[src/motion_pkg.sv]
package motion_pkg;

  // Tick count of one segment, segment runs duration + 1 ticks
  typedef logic [31:0] duration_t;

  // Signed phase increment per tick, also used for the rate change
  typedef logic signed [31:0] rate_t;

  // Phase accumulator, wide enough that rate sums never wrap
  typedef logic signed [39:0] accum_t;

  // Clock divisor, tick is divisor + 1 clocks
  typedef logic [7:0] divisor_t;

  // Signed step position
  typedef logic signed [31:0] position_t;

  // Step fires at 2^24 phase units
  localparam accum_t STEP_THRESHOLD = accum_t'(1) << 24;

  // One move segment as the host writes it, 97 bits
  typedef struct packed {
    duration_t duration;   // Ticks minus one
    rate_t     rate;       // Starting rate
    rate_t     rate_delta; // Added to rate every tick
    logic      dir;        // 1 = positive
  } move_t;

  // Timer FSM
  // IDLE_LOAD waits for an occupied slot, EXECUTE runs the segment
  typedef enum logic [0:0] {
    IDLE_LOAD = 1'b0,
    EXECUTE   = 1'b1
  } timer_state_t;

endpackage

[src/dda_timer.sv]
`timescale 1ns/1ns

module dda_timer #(
  parameter int BUFFER_BITS = 2
) (
  input  logic                          CLK,
  input  logic                          rst_n,
  input  motion_pkg::divisor_t          clock_divisor,
  input  logic                          halt_n,        // Active low, level
  input  motion_pkg::move_t             slot_move,     // Segment at move_index
  input  logic [(1<<BUFFER_BITS)-1:0]   stepready,
  input  logic [BUFFER_BITS-1:0]        wr_index,
  output logic [BUFFER_BITS-1:0]        move_index,
  output logic [(1<<BUFFER_BITS)-1:0]   stepfinished,
  output logic                          step_event,    // One clock per step
  output logic                          step_dir,
  output logic                          move_done      // Last clock of a segment
);
  import motion_pkg::*;

  timer_state_t state;

  // Control counters
  divisor_t  tick_count; // Clocks left in the current tick
  duration_t remaining;  // Ticks left after this one
  accum_t    accum;      // Phase, carried across segments

  // Segment payload
  rate_t rate;
  rate_t rate_delta;
  logic  seg_dir;

  logic   slot_busy; // stepready and stepfinished differ
  logic   load;
  logic   tick;
  logic   last_tick;
  logic   fire;
  accum_t accum_sum;

  // Ownership test on the slot under the cursor
  assign slot_busy = stepready[move_index] ^ stepfinished[move_index];

  assign load = (state == IDLE_LOAD) && slot_busy && halt_n;

  // Tick when the divider runs out, halt masks it
  assign tick      = (state == EXECUTE) && (tick_count == '0) && halt_n;
  assign last_tick = tick && (remaining == '0);

  // Sign-extended sum, 40 bits
  assign accum_sum = accum + rate;
  assign fire      = tick && (accum_sum >= STEP_THRESHOLD);

  assign step_event = fire;      // Same clock as the tick
  assign step_dir   = seg_dir;
  assign move_done  = last_tick;

  // Rate integration and segment capture
  always_ff @(posedge CLK) begin
    if (load) begin
      rate       <= slot_move.rate;
      rate_delta <= slot_move.rate_delta;
      seg_dir    <= slot_move.dir;
    end else if (tick) begin
      rate <= rate + rate_delta; // Acceleration per tick
    end
  end

  // FSM, divider, countdown, accumulator and slot release
  always_ff @(posedge CLK) begin
    if (!rst_n) begin
      state        <= IDLE_LOAD;
      move_index   <= '0;
      stepfinished <= '0;
      tick_count   <= '0;
      remaining    <= '0;
      accum        <= '0;
    end else if (!halt_n) begin
      // Drop the queue and follow the writer
      move_index   <= wr_index;
      stepfinished <= stepready;   // Every slot reads as free
      state        <= IDLE_LOAD;
    end else begin
      case (state)
        IDLE_LOAD: begin
          if (slot_busy) begin
            tick_count <= clock_divisor;
            remaining  <= slot_move.duration;
            state      <= EXECUTE;
          end
        end
        EXECUTE: begin
          if (tick) begin
            tick_count <= clock_divisor; // Reload divider
            // Take one threshold out per step
            if (fire) begin
              accum <= accum_sum - STEP_THRESHOLD;
            end else begin
              accum <= accum_sum;
            end
            if (last_tick) begin
              // Hand the slot back and move on
              stepfinished[move_index] <= ~stepfinished[move_index];
              move_index               <= move_index + 1'b1;
              state                    <= IDLE_LOAD;
            end else begin
              remaining <= remaining - 1'b1;
            end
          end else begin
            tick_count <= tick_count - 1'b1;
          end
        end
        default: state <= IDLE_LOAD;
      endcase
    end
  end

endmodule

[src/motion_top.sv]
`timescale 1ns/1ns

module motion_top #(
  parameter int BUFFER_BITS  = 2, // 4 slots
  parameter int PULSE_CYCLES = 3
) (
  input  logic                  CLK,
  input  logic                  rst_n,
  input  logic                  wr_en,
  input  motion_pkg::move_t     wr_move,
  input  motion_pkg::divisor_t  clock_divisor,
  input  logic                  halt_n,
  output logic                  buffer_full,
  output logic                  step,
  output logic                  dir,
  output motion_pkg::position_t position,
  output logic                  move_done
);
  import motion_pkg::*;

  // Buffer to timer
  move_t                         slot_move;
  logic [(1<<BUFFER_BITS)-1:0]   stepready;
  logic [BUFFER_BITS-1:0]        wr_index;

  // Timer back to buffer
  logic [BUFFER_BITS-1:0]        move_index;
  logic [(1<<BUFFER_BITS)-1:0]   stepfinished;

  // Timer to step generator
  logic step_event;
  logic step_dir;

  move_buffer #(.BUFFER_BITS(BUFFER_BITS)) u_buffer (
    .CLK          (CLK),
    .rst_n        (rst_n),
    .wr_en        (wr_en),
    .wr_move      (wr_move),
    .move_index   (move_index),
    .stepfinished (stepfinished),
    .slot_move    (slot_move),
    .stepready    (stepready),
    .wr_index     (wr_index),
    .buffer_full  (buffer_full)
  );

  dda_timer #(.BUFFER_BITS(BUFFER_BITS)) u_timer (
    .CLK           (CLK),
    .rst_n         (rst_n),
    .clock_divisor (clock_divisor),
    .halt_n        (halt_n),
    .slot_move     (slot_move),
    .stepready     (stepready),
    .wr_index      (wr_index),
    .move_index    (move_index),
    .stepfinished  (stepfinished),
    .step_event    (step_event),
    .step_dir      (step_dir),
    .move_done     (move_done)
  );

  step_generator #(.PULSE_CYCLES(PULSE_CYCLES)) u_stepgen (
    .CLK        (CLK),
    .rst_n      (rst_n),
    .step_event (step_event),
    .step_dir   (step_dir),
    .step       (step),
    .dir        (dir),
    .position   (position)
  );

endmodule

[src/move_buffer.sv]
`timescale 1ns/1ns

module move_buffer #(
  parameter int BUFFER_BITS = 2 // Index width, 2^BUFFER_BITS slots
) (
  input  logic                          CLK,
  input  logic                          rst_n,
  input  logic                          wr_en,        // One-cycle write strobe
  input  motion_pkg::move_t             wr_move,
  input  logic [BUFFER_BITS-1:0]        move_index,   // Timer read cursor
  input  logic [(1<<BUFFER_BITS)-1:0]   stepfinished, // Toggled by the timer
  output motion_pkg::move_t             slot_move,
  output logic [(1<<BUFFER_BITS)-1:0]   stepready,    // Toggled here on write
  output logic [BUFFER_BITS-1:0]        wr_index,
  output logic                          buffer_full
);
  import motion_pkg::*;

  localparam int SLOTS = 1 << BUFFER_BITS;

  // Segment storage
  move_t slots [SLOTS];

  logic                   accept;     // Write taken this clock
  logic [SLOTS-1:0]       ready_next;
  logic [BUFFER_BITS-1:0] index_next;

  // Writes while full are dropped
  assign accept = wr_en && !buffer_full;

  // Next toggle vector and cursor
  always_comb begin
    ready_next = stepready;
    index_next = wr_index;
    if (accept) begin
      ready_next[wr_index] = ~stepready[wr_index]; // Slot becomes occupied
      index_next           = wr_index + 1'b1;      // Wraps at SLOTS
    end
  end

  // Payload only
  always_ff @(posedge CLK) begin
    if (accept) begin
      slots[wr_index] <= wr_move;
    end
  end

  // Timer sees its slot without a read cycle
  assign slot_move = slots[move_index];

  // Cursor, ownership bits and full flag
  always_ff @(posedge CLK) begin
    if (!rst_n) begin
      stepready   <= '0;
      wr_index    <= '0;
      buffer_full <= 1'b0;
    end else begin
      stepready <= ready_next;
      wr_index  <= index_next;
      // Full when the next slot to write is still owned by the timer
      // Lags a finish by one clock, never a write
      buffer_full <= ready_next[index_next] ^ stepfinished[index_next];
    end
  end

endmodule

[src/step_generator.sv]
`timescale 1ns/1ns

module step_generator #(
  parameter int PULSE_CYCLES = 3 // Step pulse width in clocks
) (
  input  logic                  CLK,
  input  logic                  rst_n,
  input  logic                  step_event, // One clock per step
  input  logic                  step_dir,   // 1 = positive
  output logic                  step,
  output logic                  dir,
  output motion_pkg::position_t position
);
  import motion_pkg::*;

  localparam int CNT_BITS = $clog2(PULSE_CYCLES + 1);

  logic [CNT_BITS-1:0] pulse_count; // Clocks of pulse still to go
  position_t           step_delta;

  // +1 or -1
  assign step_delta = step_dir ? position_t'(1) : -position_t'(1);

  // High while the counter runs
  assign step = (pulse_count != '0);

  always_ff @(posedge CLK) begin
    if (!rst_n) begin
      pulse_count <= '0;
      dir         <= 1'b0;
      position    <= '0;
    end else begin
      if (step_event) begin
        // A new step restarts the pulse
        pulse_count <= CNT_BITS'(PULSE_CYCLES);
        dir         <= step_dir;
        position    <= position + step_delta; // Every step counts
      end else if (step) begin
        pulse_count <= pulse_count - 1'b1;
      end
    end
  end

endmodule

[config.mk]
export PLATFORM = sky130hd
export DESIGN_NAME = motion_top
export DESIGN_NICKNAME = d
export VERILOG_FILES = /design/src/motion_pkg.sv /design/src/dda_timer.sv /design/src/motion_top.sv /design/src/move_buffer.sv /design/src/step_generator.sv
export SDC_FILE = /design/constraint.sdc
export NUM_CORES = 1
export LEC_CHECK = 0
export ABC_CLOCK_PERIOD_IN_PS = 5300
export BUFFER_PORTS_ARGS = -buffer_cell sky130_fd_sc_hd__buf_2
export CAP_MARGIN = 20
export CORE_MARGIN = 1.5
export CORE_UTILIZATION = 56
export DETAILED_ROUTE_END_ITERATION = 10
export PLACE_DENSITY = 0.89
export SETUP_SLACK_MARGIN = 0.1
export SYNTH_ARGS = -nofsm -noshare
export SYNTH_HDL_FRONTEND = slang
export SYNTH_HIERARCHICAL = 1
export SYNTH_SLANG_ARGS = --single-unit
export TNS_END_PERCENT = 1
[constraint.sdc]
create_clock -name CLK -period 5.3 [get_ports CLK]
set_input_delay 1.06 -clock CLK [delete_from_list [all_inputs] [get_ports CLK]]
set_output_delay 1.06 -clock CLK [all_outputs]
set_load 0.02 [all_outputs]
# Yosys cells after proc, flatten, opt, wreduce, memory -nomap -nowiden
# Memory sizes are Yosys's and may differ from the RTL's. A register that Yosys moved wholly into a read port is not among the register bits.
# Cells that the tools add are included.
# classes
reduce_logical	20
bitwise_logic	5
n_lt_le_gt_ge	6
eq_ne	6
addsub	9
muxes	47
# op_table
op	n
two-way mux 32 bit	6
adder 32 bit	2
one-hot mux 32 bit (2 select lines)	1
adder 40 x 32 -> 40 bit	1
>= comparator 40 x 26 -> 1 bit (second input constant)	1
two-way mux 40 bit	1
subtractor 40 x 26 -> 40 bit (second input constant)	1
logical NOT 32 bit	1
subtractor 32 x 1 -> 32 bit (second input constant)	1
two-way mux 4 bit	5
two-way mux 2 bit	9
two-way mux 8 bit	2
one-hot mux 8 bit (2 select lines)	1
two-way mux 1 bit	12
binary-select mux 1 bit (select 2 bit)	5
logical AND 1 bit	9
< comparator 2 x 3 -> 1 bit (second input constant)	3
bitwise mux 4 bit	2
logical NOT 8 bit	1
!= test 2 x 1 -> 1 bit (second input constant)	4
subtractor 8 x 1 -> 8 bit (second input constant)	1
AND reduction 3 bit	2
nonzero test 2 bit	3
adder 2 x 1 -> 2 bit (second input constant)	2
other kinds (10)	17
# word_totals
elab_cells	109
output_inout_bits	36
in_bits	109
reg_bits	194
memories	1
ramBits	388
# mem_list
name	depth	word_bits	rd	rd_clocked_by_memory_dff	write_ports	line_no	text
u_buffer.slots	4	97	1	1	1	move_buffer.sv:22	move_t slots [SLOTS];

# Longest topological paths before layout
# Gate-level depths: netlist of the first run.
# logic_depth
depth_word	10
mapped_depth	24
ltp_nobuf	22

# Cells and area by module
# Netlist of the first run, hierarchy kept.
# modules_own_cells
module	cells_each	instances	area_per_inst_um2	seq_area_each_um2
move_buffer	571	1	14507.7	11791.3
dda_timer	1377	1	11278.3	3693.5
step_generator	375	1	3035.4	700.7

# Worst setup path after synthesis of the first run
# Ideal clock, no wire load.
# synth_timing
path_kind	reg-to-reg
from	register u_timer.rate[3]
to	register u_stepgen.position[28]
t_arrival_ns	5.226
setup_slack_ns	-0.046
period_less_slack_ns	5.346
required_ns	5.180
setup_ns	0.120
path_buffers	2
path_stages_with_launch	23
path_cell_list	edfxtp_1 ha_1 o21ai_0 o21ai_0 a41oi_1 o41ai_1 a211oi_1 o21ai_0 xor2_1 inv_1 ha_1 nand3_1 or4_1 a2111o_1 nor4_1 nand4b_1 o2111ai_4 nor3_2 nor2_1 clkbuf_1 clkbuf_1 nor2b_1 a211o_1
# synth_between
elab_chain_cells	3
# synth_rtl
item	line_no	text
from (decl)	dda_timer.sv:29	rate_t rate;
from (signal assigned)	dda_timer.sv:60	rate <= slot_move.rate;
from (signal assigned)	dda_timer.sv:64	rate <= rate + rate_delta;
adder 40 x 32 -> 40 bit	dda_timer.sv:50	assign accum_sum = accum + rate;
>= comparator 40 x 26 -> 1 bit	dda_timer.sv:51	assign fire = tick && (accum_sum >= STEP_THRESHOLD);
logical AND 1 bit	dda_timer.sv:51	
net step_event	motion_top.sv:31	logic step_event;
to (signal assigned)	step_generator.sv:37	position <= position + step_delta;
to (decl)	step_generator.sv:12	output motion_pkg::position_t position
# The timed path passes the listed nets, and every way through them passes these cells.
# A chain may end at the register's enable or synchronous reset.

# Worst setup path in the final report of the first run
# layout_timing
from	register u_timer.rate[1]
to	register u_stepgen.position[4]
# Same word-level chain as after synthesis.

==> results of run 1 <==
## final cells by class
cell class / count / area [um2]
Fill cell: 3519 / 18110
Sequential cell: 582 / 16190
Multi-Input combinational cell: 1567 / 12070
Clock buffer: 80 / 1575
Timing Repair Buffer: 190 / 1141
Tap cell: 672 / 840.8
Clock inverter: 28 / 282.8
Inverter: 62 / 232.7
Antenna cell: 11 / 27.53
## placed cells by master, fill, tap and decap left out, drive strengths merged, types with 10 or more instances in the layout
master  synthesis  final
edfxtp        453    453
a21oi         190    190
buf            25    190
nand2         166    166
nor2          166    166
dfxtp         129    129
o21ai         120    120
ha            113    113
mux4           99     99
clkbuf         87     80
inv            62     64
a21o           53     53
xnor2          48     48
nor3           44     44
xor2           36     36
nand3          35     35
mux2i          34     34
a211oi         33     33
nor2b          31     31
and2           25     25
o21a           24     24
nand4          23     23
a31oi          21     21
and3           20     20
or3            20     20
o211ai         18     18
clkinv          0     18
nand2b         17     17
nor4           17     17
o21bai         15     15
o22ai          12     12
o31ai          12     12
diode           0     11
or4            11     11
a41oi          11     11
or2            10     10
## layer usage
metal / wire [um] / vias up / GRT usage, %
met1: 28270 / 10277 / 35.03
met4: 2729 / 0 / 10.64
met5: 0 / - / 0
met3: 5932 / 239 / 4.216
li1: - / 9276 / -
met2: 36670 / 1107 / 46.93
## synth_stat cells, types with 33 or more instances
library cell	instances
mux4_2	99
mux2i_1	33
xor2_1	36
nor3_1	43
ha_1	113
clkbuf_1	86
a21oi_1	185
edfxtp_1	453
inv_1	62
dfxtp_1	129
o21ai_0	113
nand2_1	166
xnor2_1	48
a21o_1	53
nand3_1	35
nor2_1	165
## logic make-up after synthesis
family                     synth area share, %
AOI/OAI and AO/OA                        13.99
xor gates and xnor gates                 2.553
adders and majority gates                5.114
buffers and inverters                    2.401
DFF                                      56.16
muxes                                    9.312
and+or+nand+nor                          10.48
## worst max-delay path, cell delays in order (launching register included)
cell,delay [ns]
edfxtp_1,0.42
ha_1,0.30
a211oi_1,0.06
buf_4,0.15
o21ai_2,0.18
a41oi_2,0.16
o41ai_2,0.36
buf_4,0.18
a211oi_2,0.06
o21ai_1,0.17
xor2_1,0.11
inv_1,0.09
ha_1,0.16
nand3_1,0.07
or4_1,0.52
a2111o_1,0.32
nor4_2,0.17
nand4b_1,0.24
o2111ai_4,0.28
nor3_2,0.12
nor2_4,0.27
buf_12,0.23
mux2i_2,0.24
nor2b_1,0.06
## metrics by stage
| step | worst slack (ns) | util, % | hold slack (ns) | std cells | total power [mW] |
|---|---|---|---|---|---|
| floorplan | 0.1791 | - | 0.4406 | 2323 | 8.038 |
| global placement | 0.2500 | 60.10 | 0.4486 | 3067 | 8.760 |
| detailed placement | 0.04371 | 60.10 | 0.4586 | 3067 | 8.959 |
| CTS | 0.1343 | 63.85 | 0.4671 | 3178 | 13.01 |
| global route | 0.001470 | 64.10 | 0.4953 | 3188 | 13.55 |
| finish | 0.2254 | 64.12 | 0.4702 | 3192 | 13.06 |
## power by group through the flow
stage | Sequential, mW | Clock, mW | Combinational, mW
floorplan | 5.73 | 0 | 2.31
global placement | 5.77 | 0 | 2.99
detailed placement | 5.81 | 0 | 3.15
CTS | 5.73 | 4.06 | 3.22
global route | 5.77 | 4.22 | 3.56
finish | 5.75 | 4.00 | 3.31
## sequential cells by signal, indices dropped and copies added (netlist names), 2 cells and up
register and cells:
u_timer/rate 32, u_timer/remaining 32, u_stepgen/position 32, u_buffer/slots 388, u_timer/tick_count 8, u_timer/accum 40, u_stepgen/pulse_count 2, u_buffer/stepready 4
u_buffer/wr_index 2, u_timer/move_index 2, u_timer/stepfinished 4, u_timer/rate_delta 32
## path summary, 6_finish.rpt
check                                to  slack [ns]
hold reg to reg        u_timer/accum[5]        0.47
setup / recovery  u_stepgen/position[4]        0.23
setup reg to reg  u_stepgen/position[4]        0.23
hold / removal         u_timer/accum[5]        0.47
## what timing repair did
action	4_1_cts	5_1_grt
buffers inserted	3	3
pin swaps	1	6
endpoints found under the setup margin	25	51
hold endpoints to repair	0	0
resized for setup	1	22
==> results.json, run 1 <==
{
  "cts.path.max_buffers": 3,
  "relSlewSlack_pct": 26.09,
  "dr.pass1.iters": 6,
  "cts_max_level": 2,
  "start_util_pct": 57.10,
  "switching_share_pct": 31.45,
  "p_switching_mw": 4.107,
  "finalCritPeriodShare_pct": 95.75,
  "drt_iter0_drc": 2506,
  "area_delta_synth_final_pct": 12.29,
  "ir_drop_uv": 358.3,
  "viasPerCell": 6.547,
  "crit_type": "reg -> reg",
  "coreArea_um2": 50480,
  "min_path_cells": 2,
  "critical_path_required_ns": 5.77,
  "status": "finished, final reports clean",
  "p_leak_nw": 11.60,
  "vias": 20899,
  "die-width_um": 229.9,
  "dp_hpwl_um": 47840,
  "slew_viol_final": 0,
  "fmax_mhz": 197.1,
  "cts.sink_count": 582,
  "syn_area_um2": 28820,
  "avgSynthCellArea_um2": 12.41,
  "internal_power_mw": 8.953,
  "antenna_found_initial": 8,
  "postCtsHoldBufs": 0,
  "grt_overflow": 0,
  "layout.nets": 2686,
  "synth_top_area_cell": "edfxtp_1",
  "seqPwrFrac_pct": 44.0,
  "num_rows": 82,
  "final-hold-violation-count": 0,
  "ant_nets": 0,
  "crit_start": "u_timer/rate[1]",
  "worstPathArrival_ns": 5.55,
  "grt_pass1_wl_um": 114000,
  "async_flop_share_pct": 0,
  "wl_um": 73600,
  "synth_top_area_share_pct": 47.20,
  "cp-start-kind": "flip-flop",
  "rsz0062_at_grt": "true",
  "ys_seq_area_share_pct": 56.16,
  "track_usage_pct": 27.36,
  "final.setup_skew_ns": 0.04952,
  "grt_max_degree": 100,
  "worstSkewPairLatency_ns": 0.63,
  "post-route-min-period_ns": 5.075,
  "cp-end-kind": "flip-flop",
  "design_area_um2": 32360,
  "route.detailed.drc": 0,
  "tritoncts": "done",
  "port_buffers": 144,
  "die_area_um2": 52840,
  "clkTransAtPathRegs_ns": 0.06,
  "grt_pass1_vias": 20568,
  "clkPwrFrac_pct": 30.6,
  "placed_area_um2": 30340,
  "power_density_nw_per_um2": 403.6,
  "syn-num-nets": 2548,
  "setup_tns_ns": 0,
  "cts_root_buffer": "clkbuf_16",
  "synth_enable_flop_cells": 453,
  "ios": 145,
  "fp.dieH_um": 229.9,
  "yosysUniqueCellTypes": 93,
  "combPwrFrac_pct": 25.4,
  "worst_pin_slew_ns": 1.097,
  "netlist_instances": 2323,
  "synth_seq_cells": 582,
  "hp-class": "reg -> reg",
  "gp_congestion": 0.9730,
  "drive_gt1_share_pct": 18.17,
  "drv_cap": 0,
  "numCtsBuffers": 58,
  "ys.flop_type": "edfxtp_1",
  "rr_startpoint": "u_timer/rate[1]",
  "hp-start": "u_timer/accum[5]",
  "yosysWarnings": 6,
  "avgRoutedWirePerCell_um": 23.06,
  "finalSetupViolations": 0,
  "ys_top_cells_by_area": "edfxtp_1 (47%), dfxtp_1 (9.0%), mux4_2 (7.7%)",
  "crit_fanout": 22,
  "reg2regPathDepth": 23
}
Power figures use the tool's default switching activity.
==> run 2, diff against run 1 <==
--- a/config.mk
+++ b/config.mk
@@ -8,8 +8,10 @@
 export ABC_CLOCK_PERIOD_IN_PS = 5300
 export BUFFER_PORTS_ARGS = -buffer_cell sky130_fd_sc_hd__buf_2
 export CAP_MARGIN = 20
+export CELL_PAD_IN_SITES_DETAIL_PLACEMENT = 0
+export CELL_PAD_IN_SITES_GLOBAL_PLACEMENT = 1
 export CORE_MARGIN = 1.5
-export CORE_UTILIZATION = 56
+export CORE_UTILIZATION = 46
 export DETAILED_ROUTE_END_ITERATION = 10
 export PLACE_DENSITY = 0.89
 export SETUP_SLACK_MARGIN = 0.1
==> results.json, run 2 (synthesis gave the netlist of run 1 again) <==
{
  "cts_max_level": 2,
  "drv_cap": 0,
  "hp-class": "reg -> reg",
  "fp.dieH_um": 253.3,
  "drt_iter0_drc": 1896,
  "finalSetupViolations": 0,
  "critical_path_required_ns": 5.80,
  "final_common_cell": "edfxtp_1",
  "numCtsBuffers": 59,
  "area_delta_synth_final_pct": 12.91,
  "avgRoutedWirePerCell_um": 20.65,
  "num_rows": 91,
  "internal_power_mw": 8.954,
  "combPwrFrac_pct": 24.6,
  "ff_latch_area_um2": 16190,
  "n_fill_cell": 5108,
  "worstSkewPairLatency_ns": 0.65,
  "seqPwrFrac_pct": 44.1,
  "cp-start-kind": "flip-flop",
  "final_core_util_pct": 52.64,
  "fmax_mhz": 198.6,
  "layout.nets": 2685,
  "cts.path.max_buffers": 3,
  "multi_input_area_um2": 12070,
  "finalCritPeriodShare_pct": 94.99,
  "tritoncts": "done",
  "dr.pass1.iters": 6,
  "ant_nets": 0,
  "track_usage_pct": 21.29,
  "p_leak_nw": 11.60,
  "port_buffers": 144,
  "dp_hpwl_um": 46670,
  "largest_registers": "u_buffer/slots: 388 flops, u_timer/accum: 40 flops",
  "cts.sink_count": 582,
  "grt_max_degree": 100,
  "coreArea_um2": 61830,
  "ir_drop_uv": 338.9,
  "routed.top_layer": "met5",
  "clkTransAtPathRegs_ns": 0.06,
  "viasPerCell": 5.930,
  "start_util_pct": 46.62,
  "crit_type": "reg -> reg",
  "wl_met3_um": 4332,
  "vias": 19860,
  "die-width_um": 253.3,
  "largest_register": "u_buffer/slots",
  "crit_fanout": 10,
  "drive_gt1_share_pct": 18.36,
  "grt_overflow": 0,
  "final.setup_skew_ns": 0.04445,
  "antenna_found_initial": 9,
  "wirelength_met1_um": 30200,
  "cts_root_buffer": "clkbuf_16",
  "switching_share_pct": 31.08,
  "grt_pass1_vias": 19513,
  "post-route-min-period_ns": 5.035,
  "power_density_nw_per_um2": 399.2,
  "cp-end-kind": "flip-flop",
  "slew_viol_final": 0,
  "setup_tns_ns": 0,
  "largest_register_ffs": 388,
  "relSlewSlack_pct": 27.54,
  "postCtsHoldBufs": 0,
  "met2WireLength_um": 32960,
  "holdWs_ns": 0.4649,
  "status": "finished, final reports clean",
  "worstPathArrival_ns": 5.54,
  "worst_pin_slew_ns": 1.087,
  "clkPwrFrac_pct": 31.4,
  "rsz0062_at_grt": "true",
  "grt_pass1_wl_um": 107300,
  "final-hold-violation-count": 0,
  "ios": 145,
  "die_area_um2": 64170,
  "layout_common_cells": "edfxtp_1 (453), a21oi_1 (183), nand2_1 (166)",
  "p_switching_mw": 4.037,
  "route.detailed.drc": 0,
  "wl_um": 69160,
  "gp_congestion": 0.9360
}
-- run 2: cell types whose count changed in the layout (fill, tap and decap cells not counted), moves of 2 or more --
cell        before  now
clkbuf_1        19    6
clkinv_2         6   11
diode_2         11    6
mux2i_1         28   33
mux2i_2          5    0
o21ai_0        109  105
o21ai_1          8   12
buf_12           6    3
clkbuf_8         2    0
clkinv_1         8   10
clkinvlp_2       0    2
-- run 2: power groups by stage --
stage	Combinational (mW)	Clock (mW)	Sequential, mW
after floorplan	2.31	0	5.73
after global placement	3.03	0	5.78
after detailed placement	3.11	0	5.81
after CTS	3.15	4.17	5.72
after global routing	3.49	4.33	5.76
final	3.19	4.07	5.73
-- run 2: worst paths after layout --
| kind | startpoint | end | slack [ns] | cells past startpoint |
|---|---|---|---|---|
| max | u_timer/rate[0] | u_timer/accum[27] | 0.27 | 21 |
| min | u_timer/accum[18] | u_timer/accum[18] | 0.46 | 2 |
| max reg2reg | u_timer/rate[0] | u_timer/accum[27] | 0.27 | 21 |
| min reg2reg | u_timer/accum[18] | u_timer/accum[18] | 0.46 | 2 |
-- run 2: metal layers --
layer / global-route usage [%] / vias to the layer above
met5: 0 / -
met4: 6.501 / 8
met3: 3.279 / 126
met2: 35.19 / 654
met1: 28.91 / 9796
li1: - / 9276
-- run 2: metrics by stage --
stage          area [um2]  instances  total power, mW  setup slack, ns
6_report            32540       3349            12.99           0.2653
5_1_grt             32530       3345            13.58         -0.01479
4_1_cts             32460       3341            13.04           0.1299
3_5_place_dp        30510       3231            8.921         -0.05972
3_3_place_gp        30510       3231            8.802           0.2270
2_1_floorplan       28830       2323            8.038           0.1791
-- run 2: layout make-up --
class                      count  share of cell area [%]
multi-input combinational   1567                   37.08
clock inverter                42                   1.230
antenna                        6                 0.04614
inverter                      62                  0.7151
tap                          837                   3.218
clock buffer                  65                   4.606
sequential                   582                   49.76
timing repair buffer         188                   3.337
-- run 2: timing repair --
item / CTS / global route
pin swaps: 4 / 6
setup endpoints to repair: 41 / 51
buffers inserted: 3 / 1
gates resized for setup: 4 / 19
-- run 2: worst max-delay path, stage by stage, from the launching register on --
cell       delay (ns)
edfxtp_1         0.40
ha_1             0.23
inv_1            0.08
fa_2             0.22
nor2b_1          0.06
o2111ai_2        0.21
nand4b_1         0.17
a2111o_1         0.44
nand2_1          0.08
o21ba_2          0.14
xnor2_2          0.12
ha_1             0.18
nand3_1          0.06
or4_1            0.52
a2111o_1         0.33
nor4_2           0.19
nand4b_1         0.27
o2111ai_4        0.29
buf_4            0.16
o31ai_4          0.12
or4_1            0.45
o2111a_1         0.14
==> run 3, diff against run 2 <==
--- a/config.mk
+++ b/config.mk
@@ -10,13 +10,11 @@
 export CAP_MARGIN = 20
 export CELL_PAD_IN_SITES_DETAIL_PLACEMENT = 0
 export CELL_PAD_IN_SITES_GLOBAL_PLACEMENT = 1
-export CORE_MARGIN = 1.5
 export CORE_UTILIZATION = 46
 export DETAILED_ROUTE_END_ITERATION = 10
-export PLACE_DENSITY = 0.89
+export PLACE_DENSITY = 0.88
 export SETUP_SLACK_MARGIN = 0.1
 export SYNTH_ARGS = -nofsm -noshare
 export SYNTH_HDL_FRONTEND = slang
-export SYNTH_HIERARCHICAL = 1
 export SYNTH_SLANG_ARGS = --single-unit
 export TNS_END_PERCENT = 1
==> results.json, run 3 <==
{
  "status": "finished with violations",
  "rsz0062_at_grt": "true",
  "fin_total_pwr_mw": 14.52,
  "start_util_pct": 46.64,
  "netlist_instances": 2217,
  "synthTopCellsByCount": "edfxtp_1 (453), nand2_1 (158), a21oi_1 (151)",
  "worstSkewPairLatency_ns": 0.65,
  "hp-class": "reg -> reg",
  "tritoncts": "done",
  "cts_max_level": 2,
  "violations": "negative setup slack",
  "finalSetupViolations": 24,
  "synthAdderAreaFrac_pct": 5.226,
  "finalCritPeriodShare_pct": 100.9,
  "routed.top_layer": "met5",
  "synth_top_area_share_pct": 48.23,
  "cts_root_buffer": "clkbuf_16",
  "yosysWarnings": 0,
  "layout_common_cells": "edfxtp_1 (453), nand2_1 (157), a21oi_1 (147)",
  "avgRoutedWirePerCell_um": 20.02,
  "viasPerCell": 5.829,
  "setup_tns_ns": -0.4167,
  "die_area_um2": 62310,
  "met2WireLength_um": 31520,
  "crit_type": "reg -> reg",
  "dp_hpwl_um": 42430,
  "cts.sink_count": 584,
  "grt_max_degree": 90,
  "synth.most_common_cell": "edfxtp_1",
  "ys_top_cells_by_area": "edfxtp_1 (48%), dfxtp_1 (9.3%), mux4_2 (8.0%)",
  "drt_iter0_drc": 1619,
  "synth_seq_cells": 584,
  "wl_um": 65800,
  "wirelength_met1_um": 28760,
  "largest_register_ffs": 388,
  "gp_congestion": 0.9059,
  "largest_register": "u_buffer.slots",
  "synth-compound-area-share_pct": 11.82,
  "synth_top_area_cell": "edfxtp_1",
  "critical_path_required_ns": 5.83,
  "vias": 19161,
  "r2r-end": "u_stepgen.position[23]",
  "fin_ws_ns": -0.04679,
  "synth_mux_area_share_pct": 9.710,
  "syn_area_um2": 28210,
  "dr.pass1.iters": 5,
  "wl_met3_um": 3888,
  "synth_top_family_by_area": "compound AO/OA/AOI/OAI gates",
  "final_cells": 3287,
  "hp-start": "u_timer.accum[0]",
  "crit_start": "u_timer.rate[10]",
  "track_usage_pct": 20.74,
  "design_area_um2": 32910,
  "coreArea_um2": 60470,
  "relSlewSlack_pct": 33.12,
  "reg2regPathDepth": 23,
  "cp-start-kind": "flip-flop",
  "async_flop_share_pct": 0,
  "ys_seq_area_share_pct": 57.53,
  "avgSynthCellArea_um2": 12.72,
  "yosysUniqueCellTypes": 79,
  "syn-num-nets": 2442,
  "largest_registers": "u_buffer.slots: 388 flops, u_timer.accum: 40 flops",
  "drive_gt1_share_pct": 20.74,
  "cts.path.max_buffers": 3,
  "final_common_cell": "edfxtp_1",
  "ff_latch_area_um2": 16230,
  "p_leak_nw": 12.02,
  "layout.nets": 2675,
  "synth-simple-area-share_pct": 10.58,
  "synth_enable_flop_cells": 453,
  "area_delta_synth_final_pct": 16.68,
  "grt_pass1_vias": 19170,
  "post-place-ws_ns": -0.3397,
  "crit_fanout": 9,
  "multi_input_area_um2": 11610,
  "placed_area_um2": 30320,
  "rr_startpoint": "u_timer.rate[10]",
  "ios": 145,
  "n_fill_cell": 4796,
  "port_buffers": 144,
  "cp-end-kind": "flip-flop",
  "grt_pass1_wl_um": 103500,
  "final-hold-violation-count": 0,
  "route.detailed.drc": 0,
  "final.setup_skew_ns": 0.06856,
  "min_path_cells": 2,
  "fmax_mhz": 187.0,
  "worstPathArrival_ns": 5.87,
  "antenna_found_initial": 5,
  "worst_pin_slew_ns": 1.003,
  "holdPathEnd": "u_timer.accum[0]",
  "slew_viol_final": 0,
  "synth-xor-area-share_pct": 3.012,
  "power_density_nw_per_um2": 441.2,
  "rrSetupSlack_ns": -0.05,
  "clkTransAtPathRegs_ns": 0.06,
  "die-width_um": 249.6,
  "numCtsBuffers": 61,
  "ys.flop_type": "edfxtp_1",
  "grt_overflow": 0,
  "ir_drop_uv": 325.6,
  "ant_nets": 0,
  "num_rows": 90,
  "fp.dieH_um": 249.6,
  "drv_cap": 0,
  "dpl.cell_count": 3140,
  "post-route-min-period_ns": 5.347
}
run 3: changes by cell type in the layout (fill, tap and decap cells not counted), sizes merged, moves of 18 or more:
cell,before,now
buf,187,261
nor2,166,131
a21o,53,33
o21ai,120,138
a21oi,190,151
and2,25,45
nor2b,31,58
run 3: final cells by class:
cell class                 count  share of cell area (%)
antenna                        2                 0.01521
clock buffer                  81                   5.147
clock inverter                35                   1.274
inverter                      55                  0.6273
multi-input combinational   1485                   35.27
sequential                   584                   49.32
tap                          782                   2.973
timing repair buffer         263                   5.368
run 3: how the worst max path moves through the flow:
stage | slack [ns] | cells after the start | end
after floorplan | 0.09 | 24 | u_stepgen.dir
final | -0.05 | 23 | u_stepgen.position[23]
after detailed placement | -0.34 | 23 | u_stepgen.position[23]
after CTS | -0.14 | 21 | u_timer.accum[32]
after global routing | -0.32 | 21 | u_timer.accum[32]
after global placement | -0.16 | 22 | u_timer.accum[32]
run 3: timing repair:
action / in CTS / in global routing
gates cloned: 0 / 3
hold buffers: 0 / 0
gates resized for setup: 25 / 13
pin swaps: 23 / 14
endpoints found under the setup margin: 51 / 51
buffers inserted: 23 / 3
run 3: where the power goes:
group          switching (mW)  internal [mW]
combinational            2.40           1.70
clock                    1.81           2.60
sequential              0.322           5.69
total                    4.53           9.99
run 3: through the flow:
step	util (%)	hold slack (ns)
floorplan	-	0.4472
global placement	50.13	0.4563
detailed placement	50.13	0.4647
CTS	54.14	0.4730
global route	54.42	0.4994
finish	54.43	0.4722
run 3: critical path: stages, from the launching register on:
cell	delay [ns]
edfxtp_1	0.44
ha_4	0.24
a21o_1	0.15
a221o_1	0.33
or3_4	0.40
a31oi_4	0.20
o21ai_2	0.08
a21oi_2	0.21
xnor2_2	0.10
inv_1	0.09
ha_2	0.19
nand2_2	0.05
nor3_2	0.10
o211ai_1	0.15
a2111oi_4	0.30
nand4_1	0.13
or4_4	0.43
or4_4	0.44
o31a_1	0.34
a31oi_4	0.23
buf_12	0.15
clkbuf_16	0.18
mux2i_1	0.21
nor2b_1	0.06
run 3: layer usage:
metal,track usage [%],up-vias
li1,-,8971
met1,27.91,9474
met2,34.48,596
met3,3.338,114
met4,6.332,6
met5,0,-
run 3: cells by family after synthesis:
group / Yosys count
AND/OR/NAND/NOR: 600
buffers and inverters: 148
multiplexers: 148
AO/OA/AOI/OAI: 524
adder cells (fa/ha/maj): 116
flip-flops: 584
XOR/XNOR: 97
